--- config.mk ---
export PLATFORM = sky130hd
export DESIGN_NAME = retire_stage_flat
export DESIGN_NICKNAME = d
export VERILOG_FILES = /design/src/hdl/retire_pkg.sv /design/src/hdl/freelist_if.sv /design/src/hdl/rob_retire_if.sv /design/src/hdl/retire_stage.sv /design/src/flat_wrapper.sv
export SDC_FILE = /design/constraint.sdc
export NUM_CORES = 1
export LEC_CHECK = 0
export BUFFER_PORTS_ARGS = -buffer_cell sky130_fd_sc_hd__buf_2
export CAP_MARGIN = 5
export CORE_AREA = 2 2 249 251
export DETAILED_ROUTE_END_ITERATION = 8
export DIE_AREA = 0 0 251 253
export SLEW_MARGIN = 20
export SYNTH_ARGS = -nofsm -noshare
export SYNTH_HDL_FRONTEND = slang
export SYNTH_SLANG_ARGS = --single-unit
--- constraint.sdc ---
create_clock -name vclk -period 5.1
set_input_delay 0.51 -clock vclk [all_inputs]
set_output_delay 0.51 -clock vclk [all_outputs]
set_load 0.05 [all_outputs]
--- src/hdl/retire_pkg.sv ---
package retire_pkg;

    // widths
    localparam int xlen         = 32;   // pc width
    localparam int pr_bits      = 6;    // 64 physical regs
    localparam int ar_bits      = 5;    // 32 architectural regs
    localparam int rob_bits     = 5;    // rob index, also free list ptr / distance

    // sizes
    localparam int rob_size     = 32;
    localparam int fl_size      = 32;   // same depth as rob so no underflow
    localparam int retire_width = 3;
    localparam int ar_num       = 1 << ar_bits;

    // one reorder buffer slot
    // completed doubles as the valid bit on the head view
    typedef struct packed {
        logic               completed;
        logic               precise_state_need;  // mispredicted branch
        logic [ar_bits-1:0] arch_reg;            // 0 means no reg write
        logic [pr_bits-1:0] tnew;
        logic [pr_bits-1:0] told;                // goes back to free list on retire
        logic [xlen-1:0]    target_pc;           // redirect pc on recovery
    } rob_entry_packet;

endpackage

--- src/hdl/freelist_if.sv ---
`timescale 1ns/1ps

interface freelist_if;
    import retire_pkg::*;

    logic [retire_width-1:0]              retire_en;      // only slots that wrote a reg
    logic [retire_width-1:0][pr_bits-1:0] tolds;
    logic                                 recover_en;
    logic [rob_bits-1:0]                  recover_head;   // rewound alloc pointer
    logic [rob_bits-1:0]                  freelist_head;  // current alloc pointer

    modport retire (
        output retire_en, tolds, recover_en, recover_head,
        input  freelist_head
    );

    modport freelist (
        input  retire_en, tolds, recover_en, recover_head,
        output freelist_head
    );

endinterface

--- src/hdl/rob_retire_if.sv ---
`timescale 1ns/1ps

// head group and retire decision between rob and retire stage
// index 2 is always the oldest slot
interface rob_retire_if;
    import retire_pkg::*;

    rob_entry_packet [retire_width-1:0] rob_head_entry;
    logic [rob_bits-1:0]                fl_distance;   // reg writers still in rob
    logic [retire_width-1:0]            retire_valid;  // slots leaving, incl. reg zero
    logic                               recover_en;    // flush the rob

    modport rob (
        output rob_head_entry,
        output fl_distance,
        input  retire_valid,
        input  recover_en
    );

    modport retire (
        input  rob_head_entry,
        input  fl_distance,
        output retire_valid,
        output recover_en
    );

endinterface

--- src/hdl/retire_stage.sv ---
`timescale 1ns/1ps

module retire_stage (
    rob_retire_if.retire                                            rob,
    freelist_if.retire                                              fl,
    input  logic [retire_pkg::ar_num-1:0][retire_pkg::pr_bits-1:0]  archi_maptable,
    // arch map write ports, enables come from fl.retire_en
    output logic [retire_pkg::retire_width-1:0][retire_pkg::ar_bits-1:0] map_ar,
    output logic [retire_pkg::retire_width-1:0][retire_pkg::pr_bits-1:0] map_ar_pr,
    // recovery
    output logic [retire_pkg::ar_num-1:0][retire_pkg::pr_bits-1:0]  recover_maptable,
    output logic [retire_pkg::xlen-1:0]                             target_pc
);
    import retire_pkg::*;

    logic                still_going;     // no stop seen yet in the walk
    logic                recover;
    logic [rob_bits-1:0] retire_writers;  // writers leaving this cycle
    logic [rob_bits-1:0] young_writers;   // writers that get flushed

    // per-slot fields, retire_en limited to real reg writes
    always_comb begin
        for (int k = 0; k < retire_width; k++) begin
            map_ar[k]       = rob.rob_head_entry[k].arch_reg;
            map_ar_pr[k]    = rob.rob_head_entry[k].tnew;
            fl.tolds[k]     = rob.rob_head_entry[k].told;
            fl.retire_en[k] = rob.retire_valid[k] && (rob.rob_head_entry[k].arch_reg != '0);
        end
    end

    // walk oldest -> youngest
    always_comb begin
        still_going      = 1'b1;
        recover          = 1'b0;
        rob.retire_valid = '0;
        retire_writers   = '0;
        target_pc        = '0;
        recover_maptable = archi_maptable;  // start from committed state
        for (int k = retire_width - 1; k >= 0; k--) begin
            if (still_going && rob.rob_head_entry[k].completed) begin
                rob.retire_valid[k] = 1'b1;
                if (rob.rob_head_entry[k].arch_reg != '0) begin
                    // overlay oldest first so younger writes land on top
                    recover_maptable[rob.rob_head_entry[k].arch_reg] =
                        rob.rob_head_entry[k].tnew;
                    retire_writers = retire_writers + rob_bits'(1);
                end
                if (rob.rob_head_entry[k].precise_state_need) begin
                    recover     = 1'b1;
                    target_pc   = rob.rob_head_entry[k].target_pc;
                    still_going = 1'b0;  // mispredict retires, nothing after it
                end
            end
            else begin
                still_going = 1'b0;  // in order, first incomplete blocks the rest
            end
        end
    end

    assign rob.recover_en = recover;
    assign fl.recover_en  = recover;

    // every flushed writer popped one free reg, so rewind head by that many
    assign young_writers   = rob.fl_distance - retire_writers;
    assign fl.recover_head = fl.freelist_head - young_writers;  // mod fl_size by width

endmodule

--- src/flat_wrapper.sv ---
// flat-port wrapper written by rule: the top's interface ports become plain ports
module retire_stage_flat import retire_pkg::*;
  (archi_maptable, map_ar, map_ar_pr, recover_maptable, target_pc, rob_rob_head_entry, rob_fl_distance, rob_retire_valid, rob_recover_en, fl_retire_en, fl_tolds, fl_recover_en, fl_recover_head, fl_freelist_head);
  rob_retire_if rob_i ();
  freelist_if fl_i ();
  input  logic [retire_pkg::ar_num-1:0][retire_pkg::pr_bits-1:0] archi_maptable;
  output logic [retire_pkg::retire_width-1:0][retire_pkg::ar_bits-1:0] map_ar;
  output logic [retire_pkg::retire_width-1:0][retire_pkg::pr_bits-1:0] map_ar_pr;
  output logic [retire_pkg::ar_num-1:0][retire_pkg::pr_bits-1:0] recover_maptable;
  output logic [retire_pkg::xlen-1:0] target_pc;
  input wire logic [$bits(rob_i.rob_head_entry)-1:0] rob_rob_head_entry;
  input wire logic [$bits(rob_i.fl_distance)-1:0] rob_fl_distance;
  output wire logic [$bits(rob_i.retire_valid)-1:0] rob_retire_valid;
  output wire logic [$bits(rob_i.recover_en)-1:0] rob_recover_en;
  output wire logic [$bits(fl_i.retire_en)-1:0] fl_retire_en;
  output wire logic [$bits(fl_i.tolds)-1:0] fl_tolds;
  output wire logic [$bits(fl_i.recover_en)-1:0] fl_recover_en;
  output wire logic [$bits(fl_i.recover_head)-1:0] fl_recover_head;
  input wire logic [$bits(fl_i.freelist_head)-1:0] fl_freelist_head;
  assign rob_i.rob_head_entry = rob_rob_head_entry;
  assign rob_i.fl_distance = rob_fl_distance;
  assign rob_retire_valid = rob_i.retire_valid;
  assign rob_recover_en = rob_i.recover_en;
  assign fl_retire_en = fl_i.retire_en;
  assign fl_tolds = fl_i.tolds;
  assign fl_recover_en = fl_i.recover_en;
  assign fl_recover_head = fl_i.recover_head;
  assign fl_i.freelist_head = fl_freelist_head;
  retire_stage u_core (.rob(rob_i), .fl(fl_i), .archi_maptable(archi_maptable), .map_ar(map_ar), .map_ar_pr(map_ar_pr), .recover_maptable(recover_maptable), .target_pc(target_pc));
endmodule
# Word level (Yosys, flattened, before mapping)
# Index checks and enable logic that the tools add are counted.
dict set report word_totals {
  regBits 0
  output_inout_bits 288
  wordCells 61
}
dict set report classes {
  add_sub_neg 4
  n_lt_le_gt_ge 6
  muxes 40
  reduce_logical 11
}
# operator n
set ops {}
lappend ops {{two-way mux 192 bit} 6}
lappend ops {{bitwise mux 192 bit} 3}
lappend ops {{two-way mux 32 bit} 6}
lappend ops {{demux 6 bit (select 5 bit)} 3}
lappend ops {{two-way mux 5 bit} 5}
lappend ops {{< comparator 5 x 6 -> 1 bit, second input constant} 3}
lappend ops {{two-way mux 6 bit} 3}
lappend ops {{greater-or-equal comparator 5 x 1 -> 1 bit, second input constant} 3}
lappend ops {{nonzero test 5 bit} 3}
lappend ops {{two-way mux 1 bit} 14}
lappend ops {{adder 5 x 1 -> 5 bit, second input constant} 2}
lappend ops {{subtractor 5 bit} 2}
lappend ops {{logical AND 1 bit} 8}

# Logic depth before layout (Yosys ltp)
# Gate-level depths: netlist (run 1).
dict set report depth {
  word_depth 13
  mapped_depth 17
  ltp_nobuf 16
}

# Worst setup path before layout (run 1)
# Ideal clock, no wire load.
dict set report synth_path {
  path_kind {input -> output}
  startpoint {input rob_rob_head_entry[44]}
  endpoint {output fl_recover_head[4]}
  arrival_ns 4.607
  required_time_ns 4.590
  path_slack_ns -0.017
  path_stages 10
  path_buffers 1
  path_cell_list {clkbuf_1 nor2_1 a311oi_1 mux2i_1 fa_1 fa_1 inv_1 a21o_1 a21oi_1 xnor2_1}
}
dict set report synth_via {
  elab_chain_len 5
}
# item line_no
set synth_rtl {}
lappend synth_rtl {{from (decl)} flat_wrapper.sv:11} ;# input wire logic [$bits(rob_i.rob_head_entry)-1:0] rob_rob_head_entry;
lappend synth_rtl {{nonzero test 5 bit} retire_stage.sv:42} ;# if (rob.rob_head_entry[k].arch_reg != '0) begin
lappend synth_rtl {{two-way mux 5 bit} retire_stage.sv:42}
lappend synth_rtl {{two-way mux 5 bit} retire_stage.sv:40} ;# if (still_going && rob.rob_head_entry[k].completed) begin
lappend synth_rtl {{subtractor 5 bit} retire_stage.sv:64} ;# assign young_writers = rob.fl_distance - retire_writers;
lappend synth_rtl {{subtractor 5 bit} retire_stage.sv:65} ;# assign fl.recover_head = fl.freelist_head - young_writers;
lappend synth_rtl {{to (decl)} flat_wrapper.sv:18} ;# output wire logic [$bits(fl_i.recover_head)-1:0] fl_recover_head;
# Every way passes these cells.

# Worst setup path after layout (run 1)
dict set report layout_path {
  startpoint {input rob_rob_head_entry[148]}
  endpoint {output fl_recover_head[4]}
}
dict set report layout_via {
  elab_chain_len 11
}
# item line_no
set layout_rtl {}
lappend layout_rtl {{nonzero test 5 bit (*)} retire_stage.sv:42}
lappend layout_rtl {{two-way mux 1 bit (*)} retire_stage.sv:42}
lappend layout_rtl {{two-way mux 5 bit (*)} retire_stage.sv:40}
lappend layout_rtl {{adder 5 x 1 -> 5 bit} retire_stage.sv:46} ;# retire_writers = retire_writers + rob_bits'(1);
lappend layout_rtl {{two-way mux 5 bit} retire_stage.sv:42}
lappend layout_rtl {{two-way mux 5 bit (*)} retire_stage.sv:40}
lappend layout_rtl {{adder 5 x 1 -> 5 bit} retire_stage.sv:46}
lappend layout_rtl {{two-way mux 5 bit} retire_stage.sv:42}
lappend layout_rtl {{two-way mux 5 bit (*)} retire_stage.sv:40}
lappend layout_rtl {{subtractor 5 bit (*)} retire_stage.sv:64}
lappend layout_rtl {{subtractor 5 bit (*)} retire_stage.sv:65}
# Mark *: on every way between the ends. The rest lies on a longest branch, timed or not.

==> reports/qor.yml, run 1 <==
hold_viol_final: 0
status: "finished clean"
critPathTopFamily: "adder cells"
arrival_ns: 4.19
antenna_found_initial: 22
power_density_nw_per_um2: 113
critPathKind: "primary input to output pin"
slowest_delay_ns: 0.48
period_share_pct: 92.1
slew_violations: 0
p_leak_uw: 0.00557
rsz0062_at_grt: "false"
setup_violations: 0
grt_pass1_wl_mm: 103
route.detailed.drc: 0
n_fill_cell: 7103
critPathRequiredTime_ns: 4.59
maxSlewHeadroom_pct: 17.0
timing.final.crit_period_ns: 4.70
die_w_um: 251
grt_usage_pct: 22.9
hold_class: "primary input to output pin"
dr.pass1.iters: 8
yosysWarnings: 0
totalWireLength_mm: 78.4
rows: 91
crit_start: "rob_rob_head_entry[148]"
grt_max_degree: 50
synth-seq-area-share_pct: 0
dp.cells: 2543
final.setup.tns_ns: 0
ir_drop_mv: 0.0992
synthDistinctLibCells: 61
hpwl_mm: 59.9
syn_nets: 1721
maxCapViolations: 0
path_cells: "buf_2 -> or2_2 -> o41ai_2 -> buf_4 -> inv_1 -> ha_1 -> nand2_1 -> o21ai_0 -> ha_1 -> mux2i_1 -> fa_1 -> fa_1 -> inv_1 -> a21o_1 -> a21oi_1 -> xnor2_1 -> buf_2"
wl_per_cell_um: 30.7
total_power_uw: 1350
seq_power_share_pct: 0
cts_resized: 0
drive_gt1_share_pct: 39.6
cp-start-kind: "primary input"
nFlopsAndLatches: 0
drt_iter0_drc: 2064
crit_cells: 17
synth_top_area_cell: "o2bb2ai_1"
p_sw_share_pct: 75.2
instances_no_fill: 2553
num-clock-buffers: 0
seq_area_um2: 0
netlist.area_leader.share_pct: 16.3
whs_path_depth: 0
grt_overflow: 0
start_util_pct: 14.3
synth_area_leaders: "o2bb2ai_1 16%, and3_1 14%, a211oi_1 13%, o21ai_0 9.8%, clkbuf_1 6.2%"
crit_end: "fl_recover_head[4]"
die_y_um: 253
grt_pass1_vias: 13345
pwr-share-comb_pct: 100.0
power.switching_uw: 1020
intPower_uw: 335
num-nets-final: 2121
avgSynthCellArea_um2: 6.43
syn_area_um2: 8720
io_buffer_count: 595
fmax_ghz: 0.213
cp_max_fo: 13
cp.buffers_inverters: 5
holdBufCountCts: 0
routed-via-count: 14315
via_per_inst: 5.61
dieArea_um2: 63500
gp_congestion: 0.900
final_util_pct: 19.7
synthCells: 1355
areaGrowthSynthToFinish_pct: 37.7
crit_slowest_cell: "fa_1"
worst_slew_pin_slew_ns: 1.25
ant_nets: 0
pwr-share-clk_pct: 0
cts_setup_buffers: 0
coreArea_um2: 61000
cp-end-kind: "output pin"
io_pins: 643
-- cell usage in the layout, fill, tap and decap left out, drive strengths merged, types with 30 or more instances in the layout --
master and count:
o22ai 30, o2bb2ai 162, a211oi 150, and3 196, inv 48, buf 640
a222oi 32, nand2 34, o21ai 176, nand3 64
-- cell families (layout without fill, tap and decap cells) --
kind of cell / Yosys count / count (layout) / synth area share, %
adder cells (fa/ha/maj): 11 / 11 / 1.84
XOR/XNOR: 5 / 5 / 0.502
buffers and inverters: 290 / 688 / 15.4
other: 0 / 10 / 0
AND/OR/NAND/NOR: 444 / 444 / 31.6
AO/OA/AOI/OAI: 586 / 586 / 48.2
multiplexers: 19 / 19 / 2.44
-- area by class of cell --
class | count | area [µm²] | share of cell area (%)
diodes | 10 | 25.0 | 0.209
repair buffers | 640 | 3380 | 28.2
multi-input cells | 1065 | 7420 | 61.9
inverters | 48 | 180 | 1.50
well taps | 790 | 988 | 8.24
-- per-layer routing --
layer / share of wire [%] / vias up / routed length [µm] / track usage [%]
met3: 9.7 / 266 / 7590 / 3.96
met5: 0.10 / - / 82 / 0
met1: 39 / 6672 / 30500 / 28.3
li1: - / 6114 / - / -
met4: 4.9 / 12 / 3810 / 9.74
met2: 46 / 1251 / 36400 / 39.0
-- how the worst min path moves through the flow --
stage | startpoint | to | slack, ns
after global routing | archi_maptable[1] | recover_maptable[1] | 1.02
after CTS | rob_rob_head_entry[32] | fl_tolds[0] | 1.02
after detailed placement | rob_rob_head_entry[32] | fl_tolds[0] | 1.02
after global placement | rob_rob_head_entry[32] | fl_tolds[0] | 1.02
final | rob_rob_head_entry[32] | fl_tolds[0] | 1.02
after floorplan | rob_rob_head_entry[32] | fl_tolds[0] | 1.19
-- metrics by stage --
stage / worst slack (ns) / area (µm²) / hold slack, ns
6_report: 0.403 / 12000 / 1.02
5_1_grt: 0.174 / 12000 / 1.02
4_1_cts: 0.390 / 12000 / 1.02
3_5_place_dp: 0.408 / 12000 / 1.02
3_3_place_gp: 0.420 / 12000 / 1.02
2_1_floorplan: 0.543 / 8720 / 1.19
-- cell usage after synthesis, types with 3 or more instances --
cell type,n
and3_1,196
o21ai_0,171
o2bb2ai_1,162
a211oi_1,150
clkbuf_1,145
nand3_1,63
buf_4,56
inv_1,47
nand2_1,34
a222oi_1,32
o22ai_1,30
buf_2,26
nand4_1,25
mux2_2,18
nor2_1,14
a31oi_1,12
nor3_1,12
nor3_2,12
nor4_1,12
nand3b_1,10
buf_1,9
nand2b_1,9
ha_1,8
nor2b_1,7
a21boi_0,6
and2_1,6
nor3b_1,6
o31a_1,6
or3_1,6
and3b_1,5
clkbuf_2,5
o21ai_1,5
a21o_1,4
and4b_1,4
nor4b_1,4
xnor2_1,4
a21oi_1,3
fa_1,3
-- power by group through the flow --
stage / sequential, µW / clock [µW] / combinational (µW)
floorplan: 0 / 0 / 886
global placement: 0 / 0 / 1330
detailed placement: 0 / 0 / 1330
CTS: 0 / 0 / 1340
global route: 0 / 0.000132 / 1400
finish: 0 / 0.0000579 / 1350
Note: power is estimated with default switching activity, not from simulation.
==> run 2: changes to the inputs <==
- CAP_MARGIN: 5 -> 20
- RECOVER_POWER: unset -> 25
==> reports/qor.yml, run 2 (synthesized netlist as in run 1, its figures left out) <==
drt_iter0_drc: 2114  # was 2,064
top_usage_layer: "met2"  # unchanged
grt_usage_pct: 22.9  # unchanged
hpwl_mm: 59.9  # unchanged
cts_resized: 0  # unchanged
slew_violations: 594  # was 0
hold_class: "primary input to output pin"  # unchanged
met2_usage_pct: 39.0  # unchanged
rows: 91  # unchanged
cp_max_fo: 13  # unchanged
setup_violations: 0  # unchanged
maxSlewHeadroom_pct: -96.8  # was 17.0%
totalWireLength_mm: 78.2  # was 78.4 mm
arrival_ns: 4.18  # was 4.19 ns
grt_pass1_wl_mm: 103  # unchanged
status: "finished with violations"  # was finished clean
met3_usage_pct: 3.96  # unchanged
period_share_pct: 92.1  # about the same
seq_area_um2: 0  # unchanged
num-clock-buffers: 0  # unchanged
drive_gt1_share_pct: 37.1  # was 39.6%
areaGrowthSynthToFinish_pct: 36.9  # was 37.7%
dr.pass1.iters: 9  # was 8
slowest_delay_ns: 0.48  # about the same
cp-end-kind: "output pin"  # unchanged
final_common_cell: "buf_2"  # unchanged
hold_viol_final: 0  # unchanged
wl_per_cell_um: 30.6  # was 30.7 µm
final.setup.tns_ns: 0  # unchanged
critPathKind: "primary input to output pin"  # unchanged
dieArea_um2: 63500  # unchanged
timing.final.crit_period_ns: 4.69  # was 4.70 ns
cp.buffers_inverters: 5  # unchanged
whs_path_depth: 0  # unchanged
crit_slowest_cell: "fa_1"  # unchanged
maxCapViolations: 18  # was 0
final_cell_mix: "548 x buf_2, 196 x and3_1, 171 x o21ai_0, 162 x o2bb2ai_1, 150 x a211oi_1"  # was 591 x buf_2, 196 x and3_1, 171 x o21ai_0, 162 x o2bb2ai_1, 150 x a211oi_1
ant_nets: 0  # unchanged
die_y_um: 253  # unchanged
num-nets-final: 2121  # unchanged
critPathTopFamily: "adder cells"  # unchanged
path_cells: "buf_2 -> or2_2 -> o41ai_2 -> buf_4 -> inv_1 -> ha_1 -> nand2_1 -> o21ai_0 -> ha_1 -> mux2i_1 -> fa_1 -> fa_1 -> inv_1 -> a21o_1 -> a21oi_1 -> xnor2_1 -> buf_2"  # unchanged
holdBufCountCts: 0  # unchanged
n_fill_cell: 7123  # was 7,103
gp_congestion: 0.900  # unchanged
grt_max_degree: 50  # unchanged
io_buffer_count: 595  # unchanged
die_w_um: 251  # unchanged
grt_overflow: 0  # unchanged
cp-start-kind: "primary input"  # unchanged
violations: "max-capacitance violations, max-slew violations"
cts_setup_buffers: 0  # unchanged
worst_slew_pin_slew_ns: 2.95  # was 1.25 ns
crit_cells: 17  # unchanged
antenna_found_initial: 22  # unchanged
coreArea_um2: 61000  # unchanged
grt_pass1_vias: 13345  # unchanged
start_util_pct: 14.3  # unchanged
routed-via-count: 14294  # about the same
route.detailed.drc: 0  # unchanged
fmax_ghz: 0.213  # about the same
grtUsageMet1_pct: 28.3  # unchanged
io_pins: 643  # unchanged
rsz0062_at_grt: "false"  # unchanged
via_per_inst: 5.60  # was 5.61
critPathRequiredTime_ns: 4.59  # about the same
nFlopsAndLatches: 0  # unchanged
## run 2: final cells by class
class                      instances  area [µm²]  share of cell area, %
multi-input combinational       1065        7420                   62.1
tap                              790         988                   8.28
antenna                           10        25.0                  0.210
timing repair buffer             640        3330                   27.9
inverter                          48         180                   1.51
## run 2: path summary, 6_finish.rpt
kind                                 from                 end  slack (ns)
setup / recovery  rob_rob_head_entry[148]  fl_recover_head[4]        0.41
hold / removal     rob_rob_head_entry[32]         fl_tolds[0]        1.02
## run 2: routing by layer
metal | wire length (µm) | share of wire [%] | vias to the layer above
met1 | 30300 | 39 | 6665
li1 | - | - | 6117
met2 | 36300 | 46 | 1241
met5 | 82 | 0.10 | -
met4 | 4020 | 5.1 | 12
met3 | 7550 | 9.6 | 259
## run 2: metrics by stage
step	instance area (µm²)	instances	hold slack (ns)	util (%)	worst slack, ns
final	11900	2553	1.02	19.6	0.405
after global routing	11900	2549	1.02	19.5	0.174
after detailed placement	12000	2543	1.02	19.6	0.408
after CTS	12000	2543	1.02	19.6	0.390
after global placement	12000	2542	1.02	19.6	0.420
after floorplan	8720	1355	1.19	-	0.543
